`config.mk`:
```
export PLATFORM = sky130hd
export DESIGN_NAME = ray_write_arb
export DESIGN_NICKNAME = d
export VERILOG_FILES = /design/src/rt_pkg.sv /design/src/ray_write_arb.sv
export SDC_FILE = /design/constraint.sdc
export NUM_CORES = 1
export LEC_CHECK = 0
export BUFFER_PORTS_ARGS = -buffer_cell sky130_fd_sc_hd__clkbuf_2
export CORE_AREA = 2 2 69 71
export CTS_CLUSTER_SIZE = 24
export DETAILED_ROUTE_END_ITERATION = 6
export DIE_AREA = 0 0 71 73
export GPL_ROUTABILITY_DRIVEN = 0
export PLACE_DENSITY_LB_ADDON = 0.3
export SYNTH_ARGS = -nofsm -noshare
export SYNTH_HDL_FRONTEND = slang
export SYNTH_SLANG_ARGS = --single-unit
```
`constraint.sdc`:
```
create_clock -name clk -period 2.8 [get_ports clk]
set_input_delay 0.14 -clock clk [delete_from_list [all_inputs] [get_ports clk]]
set_output_delay 0.14 -clock clk [all_outputs]
set_load 0.02 [all_outputs]
```
`src/rt_pkg.sv`:
```
package rt_pkg;

  // ----------------------------------------------------------
  // widths
  // ----------------------------------------------------------
  localparam int RAY_ID_W  = 9;   // 512 rays in flight
  localparam int COORD_W   = 8;   // one signed vector coordinate
  localparam int COLOR_W   = 16;
  localparam int RAY_COUNT = 2 ** RAY_ID_W;  // ray store entries

  // ----------------------------------------------------------
  // scalar types
  // ----------------------------------------------------------
  typedef logic [RAY_ID_W-1:0] ray_id_t;

  typedef logic signed [COORD_W-1:0] coord_t;

  // x in [2], y in [1], z in [0]
  typedef coord_t [2:0] vec_t;

  typedef logic [COLOR_W-1:0] color_t;

  // ----------------------------------------------------------
  // enums
  // ----------------------------------------------------------

  // who got the store write port last time
  typedef enum logic {
    GRANT_LAUNCH = 1'b0,
    GRANT_BOUNCE = 1'b1
  } grant_e;

  // progress of the fifo head through the calc / refl fork
  typedef enum logic [1:0] {
    FORK_BOTH_PENDING = 2'd0,  // nobody has taken the head yet
    FORK_CALC_DONE    = 2'd1,  // calc took it, refl still owed
    FORK_REFL_DONE    = 2'd2   // refl took it, calc still owed
  } fork_e;

endpackage

```
`src/ray_write_arb.sv`:
```
`timescale 1ns/10ps

module ray_write_arb import rt_pkg::*; (
  input  logic    clk,
  input  logic    rst_n,

  // launcher
  input  logic    launch_valid,
  output logic    launch_stall,
  input  ray_id_t launch_ray_id,
  input  vec_t    launch_dir,
  input  vec_t    launch_p_int,

  // bounce updater
  input  logic    bounce_valid,
  output logic    bounce_stall,
  input  ray_id_t bounce_ray_id,
  input  vec_t    bounce_dir,
  input  vec_t    bounce_p_int,

  // ray store write side
  output logic    store_we,
  output ray_id_t store_waddr,
  output vec_t    store_wdir,
  output vec_t    store_wp_int
);

  grant_e last_grant;
  logic   tie;
  logic   launch_win;

  // ----------------------------------------------------------
  // grant decision
  // ----------------------------------------------------------
  assign tie = launch_valid & bounce_valid;

  // launch wins alone, or on a tie when bounce went last
  assign launch_win = launch_valid & (~bounce_valid | (last_grant == GRANT_BOUNCE));

  assign launch_stall = tie & ~launch_win;
  assign bounce_stall = tie & launch_win;

  always_ff @(posedge clk) begin
    if (!rst_n) begin
      last_grant <= GRANT_BOUNCE;  // first tie goes to launch
    end else if (store_we) begin
      last_grant <= launch_win ? GRANT_LAUNCH : GRANT_BOUNCE;
    end
  end

  // ----------------------------------------------------------
  // write port mux, no added latency
  // ----------------------------------------------------------
  assign store_we     = launch_valid | bounce_valid;
  assign store_waddr  = launch_win ? launch_ray_id : bounce_ray_id;
  assign store_wdir   = launch_win ? launch_dir    : bounce_dir;
  assign store_wp_int = launch_win ? launch_p_int  : bounce_p_int;

endmodule

```
* Word-level counts from Yosys, hierarchy flattened
Cells that the tools add are included.
Operators by class: shift-type cells 0, bitwise operators 8, $add $sub $neg 0, eq/ne operators 0, reductions and logical operators 0, div/mod/pow operators 0, $mul 0, $lt $le $gt $ge 0, mux-type cells 4
Operators by type and width (count):
- two-way mux 24 bit | 2
- two-way mux 9 bit | 1
- bitwise AND 1 bit | 4
- NOT 1 bit | 2
- bitwise OR 1 bit | 2
- two-way mux 1 bit | 1
Word-level totals: flip-flop bits (word level) 1, memories kept 0, logic and storage cells 13, memory bits (read-only) 0, bits in latches 0, output and inout port bits 60, input port bits 118, bits in writable memories 0

* Depth between registers and ports, before layout
word-level depth 5, gate-level depth with buffers 5, gate-level depth less buffers 3

* Worst setup path before layout
No wires, ideal clock.
path type reg2out, from register last_grant, to output port store_wdir[16] (netlist name), required time 2.660 ns, cell stages (with the launch flop) 5, setup slack 1.497 ns, arrival 1.163 ns, cells stage by stage dfxtp_1 -> o21ai_2 -> buf_6 -> buf_12 -> mux2_4
RTL lines:
- from (decl) | RTL line ray_write_arb.sv:28 | grant_e last_grant;
- from (signal assigned) | RTL line ray_write_arb.sv:47 | last_grant <= launch_win ? GRANT_LAUNCH : GRANT_BOUNCE;
- to (decl) | RTL line ray_write_arb.sv:24 | output vec_t store_wdir,

==> flow_summary.toml <==
[power]
p_per_area_nw_per_um2 = 224.3
vdd_ir_drop_max_v = 0.00009959
power_leakage_nw = 1.138

[global_routing]
grt_util_all_layers_pct = 11.91
grt_pass1_wl_um = 5230
grt-ovfl-total = 0
antenna_found_initial = 0
grt_max_degree = 31
grt_pass1_vias = 1178

[detailed_routing]
ant_nets = 0
dr_wl_met2_um = 1866
drt_first_pass_iters = 2
drc_errors = 0
drt_iter0_markers = 14
wire_per_inst_um = 11.86
wl_um = 3557
wl_met3_um = 443
top_layer_used = "met3"
via_per_inst = 4.163
m1WireLength_um = 1247
vias = 1249

[sta]
fmax_mhz = 624.0
hold_violations = 0
worst_hold_slack_ns = 0.2910
fin_crit_sh_pct = 57.23
period_needed_ns = 1.602
tightest_slew_ns = 0.4632
rsz0062_at_grt = "false"
maxSlewHeadroom_pct = 69.12
fin_skew_ns = 0
finalSetupViolations = 0
fin_setup_tns_ns = 0
finalMaxSlewViolations = 0
final.setup.worst_slack_ns = 1.198

[synth]
synth_area_um2 = 905.9
synth_seq_cells = 1
yosysUniqueCellTypes = 14
syn_inst = 73
syn-mean-instance-area_um2 = 12.41
synth.yosys.seq_area_share_pct = 2.210
synth_nets = 191
ys_warn_count = 0

[min_path]
min_to = "last_grant"
hold_path_class = "input pin to register"
hold_depth = 2
hold_start = "rst_n"

[placement]
place_inst = 300
pre_cts_ws_ns = 1.172
numPortBuffers = 177
dp_hpwl_um = 3299
placed_area_um2 = 1795

[worst_setup_path]
startpoint_type = "register"
crit_chain = "o21ai_4, buf_4, mux2_2, clkbuf_2"
max_stage_delay_ns = 0.42
critPathKind = "register to output port"
end_kind = "output port"
rrSetupSlack_ns = 2.08
reg2reg_to = "last_grant"
cp_slowest_cell = "buf_4"
reg2regPathDepth = 3
r2r_start = "last_grant"
cp_max_fo = 30
arrival_ns = 1.46
crit_required_ns = 2.66

[floorplan]
die_y_um = 73
coreArea_um2 = 4536
rows = 25
dieArea_um2 = 5183
num_io_pins = 178
dieWidth_um = 71
initial_core_util_pct = 19.97

[layout]
largest_reg_flops = 1
final_cells = 300
reg.largest.list = "last_grant x1"
fin_nets = 366
top_register = "last_grant"
syn2layout_area_growth_pct = 98.20
antenna_cells = 0
fin_area_um2 = 1795
drive_gt1_share_pct = 95.53

[cts]
cts_resized = 0
clkSlewWorstSetupHoldPaths_ns = 0
insertion_delay_ns = 0
ctsHoldBuffers = 0
post_cts_buffers = 0

[run_status]
status = "completed"

[flow_run]
cap_violations = 0
-- power breakdown --
group	total [mW]	internal, mW	switching (mW)
combinational	0.385	0.197	0.188
clock	0	0	0
sequential	0.0173	0.0156	0.00166
total	0.403	0.213	0.190
-- synth_stat cells, drive strengths merged --
master  instances  area [um^2]
mux2           57        754.5
buf             6        86.33
nand2           3        11.26
o21ai           2        13.76
and3            1        6.260
dfxtp           1        20.02
inv             1        3.750
nor2            1        3.750
or2             1        6.260
-- placed cells by master, fill, tap and decap left out, drive strengths merged --
master and n:
and3 1, buf 2, nand2 3, nor2 1, clkbuf 177, mux2 57
o21ai 2, inv 1, dfxtp 1, or2 1
-- per-layer routing --
metal	GRT usage, %	vias to the layer above
met5	0	-
met4	0	0
met3	2.072	0
met2	24.51	89
met1	13.44	540
li1	-	620
-- area by class of cell --
class	instances	area, um^2
multi-input cells	65	803.3
well taps	54	67.56
repair buffers	179	900.9
fillers	459	2740
flip-flops and latches	1	20.02
inverters	1	3.754
-- critical path: cells and delay by family (launching register included) --
family	cells	cell delay (ns)
buffers and inverters	2	0.57
muxes	1	0.38
DFF	1	0.34
AOI/OAI and AO/OA	1	0.16
-- stage by stage --
step / utilization [%] / power (mW)
finish: 39.59 / 0.4028
global route: 39.59 / 0.4282
CTS: 39.59 / 0.4081
detailed placement: 39.59 / 0.4068
global placement: 39.59 / 0.4048
floorplan: - / 0.2652
-- worst max path at each step --
stage,startpoint,end,cells past startpoint
2_1_floorplan,last_grant,store_wdir[16],4
6_report,last_grant,store_wdir[1],4
4_1_cts,last_grant,store_wdir[2],4
3_5_place_dp,last_grant,store_wdir[4],4
5_1_grt,last_grant,store_waddr[6],4
3_3_place_gp,last_grant,store_waddr[5],4
-- kinds of logic (layout without fill, tap and decap cells) --
group,Yosys count,count (layout),share of synthesized area (%)
AO/OA/AOI/OAI,2,2,1.519
flip-flops,1,1,2.210
AND/OR/NAND/NOR,6,6,3.039
buffers and inverters,7,180,9.944
multiplexers,57,57,83.29
(Power assumes the default switching activity.)
