File: config.mk
export PLATFORM = sky130hd
export DESIGN_NAME = dirpint
export DESIGN_NICKNAME = d
export VERILOG_FILES = /design/src/rt_pkg.sv /design/src/hit_delay_pipe.sv /design/src/hit_fifo.sv /design/src/dirpint.sv
export SDC_FILE = /design/constraint.sdc
export NUM_CORES = 1
export LEC_CHECK = 0
export ABC_AREA = 1
export BUFFER_PORTS_ARGS = -buffer_cell sky130_fd_sc_hd__buf_2
export CORE_MARGIN = 2
export CORE_UTILIZATION = 58
export DETAILED_ROUTE_END_ITERATION = 7
export PLACE_DENSITY = 0.82
export SYNTH_ARGS = -nofsm -noshare
export SYNTH_HDL_FRONTEND = slang
export SYNTH_SLANG_ARGS = --single-unit
export TNS_END_PERCENT = 20
File: constraint.sdc
create_clock -name clk -period 9.3 [get_ports clk]
set_clock_uncertainty 0.2 [all_clocks]
set_input_delay 0.465 -clock clk [delete_from_list [all_inputs] [get_ports clk]]
set_output_delay 0.465 -clock clk [all_outputs]
set_load 0.05 [all_outputs]
File: src/rt_pkg.sv
package rt_pkg;

  // ----------------------------------------------------------
  // widths
  // ----------------------------------------------------------
  localparam int RAY_ID_W  = 9;   // 512 rays in flight
  localparam int COORD_W   = 8;   // one signed vector coordinate
  localparam int COLOR_W   = 16;
  localparam int RAY_COUNT = 2 ** RAY_ID_W;  // ray store entries

  // ----------------------------------------------------------
  // scalar types
  // ----------------------------------------------------------
  typedef logic [RAY_ID_W-1:0] ray_id_t;

  typedef logic signed [COORD_W-1:0] coord_t;

  // x in [2], y in [1], z in [0]
  typedef coord_t [2:0] vec_t;

  typedef logic [COLOR_W-1:0] color_t;

  // ----------------------------------------------------------
  // enums
  // ----------------------------------------------------------

  // who got the store write port last time
  typedef enum logic {
    GRANT_LAUNCH = 1'b0,
    GRANT_BOUNCE = 1'b1
  } grant_e;

  // progress of the fifo head through the calc / refl fork
  typedef enum logic [1:0] {
    FORK_BOTH_PENDING = 2'd0,  // nobody has taken the head yet
    FORK_CALC_DONE    = 2'd1,  // calc took it, refl still owed
    FORK_REFL_DONE    = 2'd2   // refl took it, calc still owed
  } fork_e;

endpackage

File: src/hit_delay_pipe.sv
`timescale 1ns/10ps

module hit_delay_pipe import rt_pkg::*; #(
  parameter int unsigned DEPTH = 1
) (
  input  logic    clk,
  input  logic    rst_n,

  input  logic    in_valid,
  input  ray_id_t in_ray_id,
  input  vec_t    in_normal,
  input  color_t  in_color,
  input  logic    in_is_miss,
  input  logic    in_is_shadow,
  input  logic    in_is_last,

  output logic    out_valid,
  output ray_id_t out_ray_id,
  output vec_t    out_normal,
  output color_t  out_color,
  output logic    out_is_miss,
  output logic    out_is_shadow,
  output logic    out_is_last,

  output logic [$clog2(DEPTH+1)-1:0] in_flight
);

  localparam int REC_W = $bits(ray_id_t) + $bits(vec_t) + $bits(color_t) + 3;
  localparam int CNT_W = $clog2(DEPTH+1);

  logic [DEPTH-1:0] valid_q;
  logic [REC_W-1:0] data_q [DEPTH];

  // valid bits, cleared by reset
  always_ff @(posedge clk) begin
    if (!rst_n) begin
      valid_q <= '0;
    end else begin
      valid_q[0] <= in_valid;
      for (int i = 1; i < DEPTH; i++) begin
        valid_q[i] <= valid_q[i-1];
      end
    end
  end

  // payload shifts every cycle, never stalls
  always_ff @(posedge clk) begin
    data_q[0] <= {in_ray_id, in_normal, in_color, in_is_miss, in_is_shadow, in_is_last};
    for (int i = 1; i < DEPTH; i++) begin
      data_q[i] <= data_q[i-1];
    end
  end

  assign out_valid = valid_q[DEPTH-1];
  assign {out_ray_id, out_normal, out_color, out_is_miss, out_is_shadow, out_is_last} =
    data_q[DEPTH-1];

  // records that still have to land in the fifo
  always_comb begin
    in_flight = '0;
    for (int i = 0; i < DEPTH; i++) begin
      in_flight = in_flight + CNT_W'(valid_q[i]);
    end
  end

endmodule

File: src/hit_fifo.sv
`timescale 1ns/10ps

module hit_fifo import rt_pkg::*; #(
  parameter int unsigned DEPTH = 4
) (
  input  logic    clk,
  input  logic    rst_n,
  input  logic    we,
  input  logic    re,

  input  ray_id_t in_ray_id,
  input  vec_t    in_dir,
  input  vec_t    in_p_int,
  input  vec_t    in_normal,
  input  color_t  in_color,
  input  logic    in_is_miss,
  input  logic    in_is_shadow,
  input  logic    in_is_last,

  output ray_id_t out_ray_id,
  output vec_t    out_dir,
  output vec_t    out_p_int,
  output vec_t    out_normal,
  output color_t  out_color,
  output logic    out_is_miss,
  output logic    out_is_shadow,
  output logic    out_is_last,

  output logic    empty,
  output logic [$clog2(DEPTH+1)-1:0] free_slots
);

  localparam int ENTRY_W = $bits(ray_id_t) + 3 * $bits(vec_t) + $bits(color_t) + 3;
  localparam int PTR_W   = $clog2(DEPTH);
  localparam int CNT_W   = $clog2(DEPTH+1);

  logic [ENTRY_W-1:0] mem [DEPTH];
  logic [PTR_W-1:0]   wr_ptr;
  logic [PTR_W-1:0]   rd_ptr;
  logic [CNT_W-1:0]   count;
  logic               do_rd;

  assign do_rd = re & ~empty;  // a read on empty is ignored

  // ----------------------------------------------------------
  // pointers and occupancy
  // ----------------------------------------------------------
  always_ff @(posedge clk) begin
    if (!rst_n) begin
      wr_ptr <= '0;
      rd_ptr <= '0;
      count  <= '0;
    end else begin
      if (we) begin
        wr_ptr <= (wr_ptr == PTR_W'(DEPTH-1)) ? '0 : wr_ptr + 1'b1;
      end
      if (do_rd) begin
        rd_ptr <= (rd_ptr == PTR_W'(DEPTH-1)) ? '0 : rd_ptr + 1'b1;
      end
      if (we && !do_rd) begin
        count <= count + 1'b1;
      end else if (!we && do_rd) begin
        count <= count - 1'b1;
      end
    end
  end

  always_ff @(posedge clk) begin
    if (we) begin
      mem[wr_ptr] <= {in_ray_id, in_dir, in_p_int, in_normal, in_color,
                      in_is_miss, in_is_shadow, in_is_last};
    end
  end

  assign {out_ray_id, out_dir, out_p_int, out_normal, out_color,
          out_is_miss, out_is_shadow, out_is_last} = mem[rd_ptr];  // head, show-ahead

  assign empty      = (count == '0);
  assign free_slots = CNT_W'(DEPTH) - count;

endmodule

File: src/dirpint.sv
`timescale 1ns/10ps

module dirpint import rt_pkg::*; #(
  parameter int unsigned STORE_LATENCY = 1,
  parameter int unsigned FIFO_DEPTH    = 4
) (
  input  logic    clk,
  input  logic    rst_n,

  // hit records from the shading cache
  input  logic    hit_valid,
  output logic    hit_stall,
  input  ray_id_t hit_ray_id,
  input  vec_t    hit_normal,
  input  color_t  hit_color,
  input  logic    hit_is_miss,
  input  logic    hit_is_shadow,
  input  logic    hit_is_last,

  // ray store read side
  output ray_id_t store_raddr,
  input  vec_t    store_rdir,
  input  vec_t    store_rp_int,

  // to direct lighting
  output logic    calc_valid,
  input  logic    calc_stall,
  output ray_id_t calc_ray_id,
  output vec_t    calc_dir,
  output vec_t    calc_p_int,
  output vec_t    calc_normal,
  output color_t  calc_color,
  output logic    calc_is_miss,
  output logic    calc_is_shadow,
  output logic    calc_is_last,

  // to the reflection sender
  output logic    refl_valid,
  input  logic    refl_stall,
  output ray_id_t refl_ray_id,
  output vec_t    refl_dir,
  output vec_t    refl_p_int,
  output vec_t    refl_normal
);

  localparam int FLIGHT_W = $clog2(STORE_LATENCY+1);
  localparam int FREE_W   = $clog2(FIFO_DEPTH+1);

  logic                pipe_valid;
  ray_id_t             pipe_ray_id;
  vec_t                pipe_normal;
  color_t              pipe_color;
  logic                pipe_is_miss;
  logic                pipe_is_shadow;
  logic                pipe_is_last;
  logic [FLIGHT_W-1:0] in_flight;

  logic                fifo_empty;
  logic [FREE_W-1:0]   free_slots;
  logic                fifo_re;

  fork_e               fork_q;
  fork_e               fork_d;
  logic                head_to_refl;
  logic                calc_take;
  logic                refl_take;
  logic                calc_done;
  logic                refl_done;

  // ----------------------------------------------------------
  // intake and store read
  // ----------------------------------------------------------
  assign store_raddr = hit_ray_id;  // read every cycle, only accepted ones matter

  // hold off unless every record already in flight still has a slot
  assign hit_stall = (free_slots <= in_flight);

  hit_delay_pipe #(.DEPTH(STORE_LATENCY)) i_hit_delay_pipe (
    .clk,
    .rst_n,
    .in_valid      (hit_valid & ~hit_stall),
    .in_ray_id     (hit_ray_id),
    .in_normal     (hit_normal),
    .in_color      (hit_color),
    .in_is_miss    (hit_is_miss),
    .in_is_shadow  (hit_is_shadow),
    .in_is_last    (hit_is_last),
    .out_valid     (pipe_valid),
    .out_ray_id    (pipe_ray_id),
    .out_normal    (pipe_normal),
    .out_color     (pipe_color),
    .out_is_miss   (pipe_is_miss),
    .out_is_shadow (pipe_is_shadow),
    .out_is_last   (pipe_is_last),
    .in_flight     (in_flight)
  );

  // ----------------------------------------------------------
  // merge into the fifo
  // ----------------------------------------------------------
  hit_fifo #(.DEPTH(FIFO_DEPTH)) i_hit_fifo (
    .clk,
    .rst_n,
    .we            (pipe_valid),  // store data lines up with the pipe exit
    .re            (fifo_re),
    .in_ray_id     (pipe_ray_id),
    .in_dir        (store_rdir),
    .in_p_int      (store_rp_int),
    .in_normal     (pipe_normal),
    .in_color      (pipe_color),
    .in_is_miss    (pipe_is_miss),
    .in_is_shadow  (pipe_is_shadow),
    .in_is_last    (pipe_is_last),
    .out_ray_id    (calc_ray_id),
    .out_dir       (calc_dir),
    .out_p_int     (calc_p_int),
    .out_normal    (calc_normal),
    .out_color     (calc_color),
    .out_is_miss   (calc_is_miss),
    .out_is_shadow (calc_is_shadow),
    .out_is_last   (calc_is_last),
    .empty         (fifo_empty),
    .free_slots    (free_slots)
  );

  // ----------------------------------------------------------
  // output fork
  // ----------------------------------------------------------
  // reflect only a real hit that is not the last bounce
  assign head_to_refl = ~(calc_is_miss | calc_is_shadow | calc_is_last);

  assign calc_valid = ~fifo_empty & (fork_q != FORK_CALC_DONE);
  assign refl_valid = ~fifo_empty & head_to_refl & (fork_q != FORK_REFL_DONE);

  assign calc_take = calc_valid & ~calc_stall;
  assign refl_take = refl_valid & ~refl_stall;

  assign calc_done = calc_take | (fork_q == FORK_CALC_DONE);
  assign refl_done = ~head_to_refl | refl_take | (fork_q == FORK_REFL_DONE);

  assign fifo_re = ~fifo_empty & calc_done & refl_done;  // both sides served

  always_comb begin
    fork_d = fork_q;
    if (fifo_re) begin
      fork_d = FORK_BOTH_PENDING;
    end else if (calc_take) begin
      fork_d = FORK_CALC_DONE;   // refl still stalled
    end else if (refl_take) begin
      fork_d = FORK_REFL_DONE;   // calc still stalled
    end
  end

  always_ff @(posedge clk) begin
    if (!rst_n) begin
      fork_q <= FORK_BOTH_PENDING;
    end else begin
      fork_q <= fork_d;
    end
  end

  assign refl_ray_id = calc_ray_id;
  assign refl_dir    = calc_dir;
  assign refl_p_int  = calc_p_int;
  assign refl_normal = calc_normal;

endmodule

## Word-level counts from Yosys, hierarchy flattened

Memories as Yosys holds them, arrays and structs flattened. A register that Yosys moved wholly into a read port is not among the register bits.
Cells that the tools add are included.

- Add/sub/neg operators: 5
- $lt $le $gt $ge: 1
- Equal/unequal tests: 6
- Muxes and demuxes: 10
- Bitwise operators: 20
- Reduce and logical (&&, ||, !) cells: 9

Operators with widths:

| operator | count |
|---|---|
| $and A1 B1 Y1 | 9 |
| $mux W2 | 4 |
| $eq A2 B2 Y1 const B | 3 |
| $mux W3 | 2 |
| $not A1 Y1 | 6 |
| $or A1 B1 Y1 | 5 |
| $add A2 B1 Y2 const B | 2 |
| $mux W1 | 4 |
| $reduce_bool A2 Y1 | 2 |
| $add A3 B1 Y3 const B | 1 |
| $le A3 B1 Y1 | 1 |
| $logic_not A3 Y1 | 1 |
| $reduce_or A3 Y1 | 1 |
| $sub A3 B1 Y3 const B | 1 |
| $sub A3 B3 Y3 const A | 1 |
| $eq A2 B1 Y1 const B | 1 |
| $logic_and A1 B1 Y1 | 2 |
| $logic_not A1 Y1 | 2 |
| $ne A2 B1 Y1 const B | 1 |
| $ne A2 B2 Y1 const B | 1 |
| $reduce_or A2 Y1 | 1 |

- Flip-flop bits (word level): 10
- Bits in writable memories: 452
- Output and inout port bits: 193
- Logic and storage cells: 59
- Memories: 2

Memory list:

| memory | words | bits a word | read ports | clocked after memory_dff | write ports | line | text |
|---|---|---|---|---|---|---|---|
| i_hit_fifo.mem | 4 | 100 | 1 | 1 | 1 | hit_fifo.sv:37 | `logic [ENTRY_W-1:0] mem [DEPTH];` |
| i_hit_delay_pipe.data_q | 1 | 52 | 1 | 0 | 1 | hit_delay_pipe.sv:32 | `logic [REC_W-1:0] data_q [DEPTH];` |

## Depth between registers and ports, before layout

- Word-level depth: 13
- Mapped depth: 17
- Gate-level depth less buffers: 16

## Cells and area by module

From an unflattened synthesis, not the netlist that was laid out.

- Cells, all modules: 1211
- Area total of the unflattened synthesis: 17394.2 um^2

By module, submodules not included:

| module | times used | cells each | area each (um^2) |
|---|---|---|---|
| hit_fifo | 1 | 1030 | 15447.3 |
| hit_delay_pipe | 1 | 56 | 1076.0 |
| dirpint | 1 | 125 | 870.8 |

## Worst setup path before layout

Ideal clock, no wire load.

- Kind: register -> register
- From: register i_hit_fifo.wr_ptr[0]
- To: memory i_hit_fifo.mem[2][0] (netlist bit) (enable)
- Arrival: 2.544 ns
- Required time: 8.646 ns
- Slack: 6.102 ns
- Stages on the path, launching flop included: 5
- Path buffers: 0
- Clock period less this slack: 3.198 ns
- Cells stage by stage: dfxtp_1 inv_1 ha_1 nand2_1 inv_1

RTL lines:

| element | line | text |
|---|---|---|
| start, declared | hit_fifo.sv:38 | `logic [PTR_W-1:0] wr_ptr;` |
| start signal, assigned | hit_fifo.sv:55 | `wr_ptr <= (wr_ptr == PTR_W'(DEPTH-1)) ? '0 : wr_ptr + 1'b1;` |
| end, declared | hit_fifo.sv:37 |  |

No word-level cell before the write port.

==> flow_summary_export.csv <==
group,metric,value,unit
cells_and_area,mostFrequentLayoutCell,"edfxtp_1",
setup_path,crit_family,"buffers and inverters",
setup_path,start_kind,"register",
clocking,cts_buffers,44,
clocking,cts_resized,0,
sta,rsz0062_at_grt,"no",
outcome,status,"finished, final reports clean",
yosys,synth_area,17100,um^2
global_routing,grt.total_usage,23.35,%
global_routing,grt_pass1_wl,55.86,mm
routing,drt_wl_total,36.95,mm
sta,relSlewSlack,30.63,%
setup_path,cpPeakStageDelay,0.71,ns
setup_path,critical_path.cell_chain,"buf_4 > buf_4 > o21ai_0 > o22ai_1 > buf_2",
setup_path,cp.required,8.64,ns
setup_path,cp_slowest_cell,"buf_4",
yosys,syn_nets,1320,
clocking,cts_tree,"built",
clocking,clk_pin_slew,0.06,ns
routing,via_count,10770,
yosys,synthMuxAreaShare,0,%
cells_and_area,multiInputGateArea,2780,um^2
clocking,cts-hold-fix-buffers,101,
yosys,synth_compound_area_share,9.902,%
yosys,synthXorXnorAreaFrac,0,%
clocking,h-tree-depth,2,
sta,setup_viol,0,
cells_and_area,syn2layout_area_growth,20.97,%
setup_path,cp.buffers_inverters,3,
sta,tightest_slew,1.041,ns
placement,post-dp-hpwl,19.31,mm
clocking,cts_sinks,464,
cells_and_area,diodes,0,
routing,drc,0,
routing,detail-route-antenna-nets,0,
sta,min_period,4.332,ns
yosys,synth_top_family_by_area,"compound AO/OA/AOI/OAI gates",
setup_path,worstSetupPathType,"reg -> out",
placement,gp_congestion,0.7436,
clocking,worstSkewPairLatency,0.53,ns
yosys,synth.distinct_cells,26,
die,initial_core_util,59.24,%
die,coreArea,28860,um^2
setup_path,cp_common_cell,"buf_4",
routing,drt-wirelength-per-cell,19.22,um
yosys,seq_area_frac_synth,77.75,%
sta,fin_tns_setup,0,ns
hold_path,min_path_type,"in -> reg",
global_routing,grt_max_degree,103,
routing,vias_per_cell,5.605,
clocking,root_buffer,"clkbuf_16",
clocking,postCtsSetupBuffers,0,
setup_path,cp.depth,5,
sta,final_max_slew_viol_count,0,
global_routing,grt_pass1_vias,10650,
sta,finalHoldViolCount,0,
cells_and_area,layout_common_cells,"edfxtp_1 (400), buf_2 (297), nor2_1 (207)",
routing,firstDrtPassIters,6,
die,ios,298,
setup_path,cp_max_fo,81,
yosys,synth-seq-cells,464,
placement,dpl_cell_area,18210,um^2
routing,drt_iter0_drc,947,
die,fp.dieArea,30870,um^2
yosys,ys_warn_count,0,
global_routing,overflow,0,
cells_and_area,fin_nets,1617,
setup_path,end_kind,"primary output",
clocking,clockBufferDepth,3,
hold_path,hold_depth,3,
setup_path,reg2reg_depth,16,
cells_and_area,final_area,20680,um^2
cells_and_area,seq_area,13300,um^2
sta,fmax,230.9,MHz
global_routing,antenna_found_initial,1,
die,die_width,175.7,um
die,die_y,175.7,um
yosys,netlist_instances,1205,
yosys,synth-adder-area-share,0.7758,%
placement,portBuffers,297,
cells_and_area,utilization,71.67,%
cells_and_area,drive_above_1_share,24.90,%
run,cap_violations,0,
yosys,syn_area_per_cell,14.19,um^2
die,fp-row-count,62,
cells_and_area,fillers,1786,
setup_path,cp.arrival,3.67,ns
sta,fin_crit_sh,46.58,%
yosys,yosys.area_share.simple,5.584,%
## routing by layer
metal  track usage (%)  part of all wire [%]  vias to the layer above
li1                  -                     -                     4918
met1             28.19                    37                     5231
met2             42.54                    52                      547
met3             3.636                   7.5                       77
met4             8.506                   3.2                        0
met5                 0                     0                        -
## cells in the mapped netlist
cell	instances	area share [%]
buf_4	91	4.0
nor4_1	1	0.037
or2_2	1	0.037
o211ai_4	1	0.12
clkbuf_1	53	1.2
nand3b_1	1	0.044
buf_6	1	0.066
buf_2	11	0.32
nand3_1	7	0.20
nor2_1	207	4.5
nor3_1	1	0.029
nand2_2	2	0.073
dfxtp_1	64	7.5
a21oi_1	8	0.23
nor2_4	1	0.066
o21ai_1	8	0.23
inv_2	2	0.044
inv_1	18	0.40
nand2_1	25	0.55
o21ai_0	193	5.6
o211a_1	1	0.059
edfxtp_1	400	70
o21ai_2	1	0.051
fa_1	1	0.12
o22ai_1	97	3.5
ha_1	9	0.66
## area by class of cell
class                   count  area share (%)
clock buffers              67           6.286
clock inverters            15          0.7986
inverters                  20          0.4356
multi-input cells         565           13.44
flip-flops and latches    464           64.31
well taps                 384           2.323
repair buffers            407           12.40
## registers in the layout (all words and copies together), names as in the netlist, named ones only
| signal | flops |
|---|---|
| i_hit_fifo.wr_ptr | 2 |
| i_hit_fifo.mem | 400 |
| i_hit_fifo.count | 3 |
| i_hit_delay_pipe.out_valid | 1 |
| fork_q | 2 |
| i_hit_delay_pipe.data_q | 52 |
| i_hit_fifo.rd_ptr | 2 |
## worst min-delay path: stages
cell	delay, ns
buf_2	0.16
nand2_1	0.07
nor2_1	0.04
## stage by stage
| stage | setup WS [ns] | hold slack (ns) | instances |
|---|---|---|---|
| after floorplan | 6.102 | 0.2383 | 1205 |
| after global placement | 5.734 | 0.2447 | 1739 |
| after detailed placement | 5.668 | 0.2599 | 1739 |
| after CTS | 5.098 | 0.03609 | 1922 |
| after global routing | 4.740 | 0.04814 | 1922 |
| final | 4.968 | 0.06208 | 1922 |
## worst paths after layout
path	from	endpoint	slack, ns
setup / recovery	register	refl_p_int[19]	4.97
setup reg to reg	register	i_hit_fifo.count[2]	6.04
hold reg to reg	i_hit_delay_pipe.data_q[0][51]	i_hit_fifo.mem[3][99]	0.26
hold / removal	rst_n	i_hit_delay_pipe.out_valid	0.06
## cell families (layout without fill, tap and decap cells)
logic type / after synthesis / count (layout)
DFF: 464 / 464
AOI/OAI and AO/OA: 309 / 309
and+or+nand+nor: 246 / 246
buffers and inverters: 176 / 509
adders and majority gates: 10 / 10
Power is left out: the tool's default activity adds up to more than one toggle a clock period on the data nets, which glitch-free logic cannot reach.
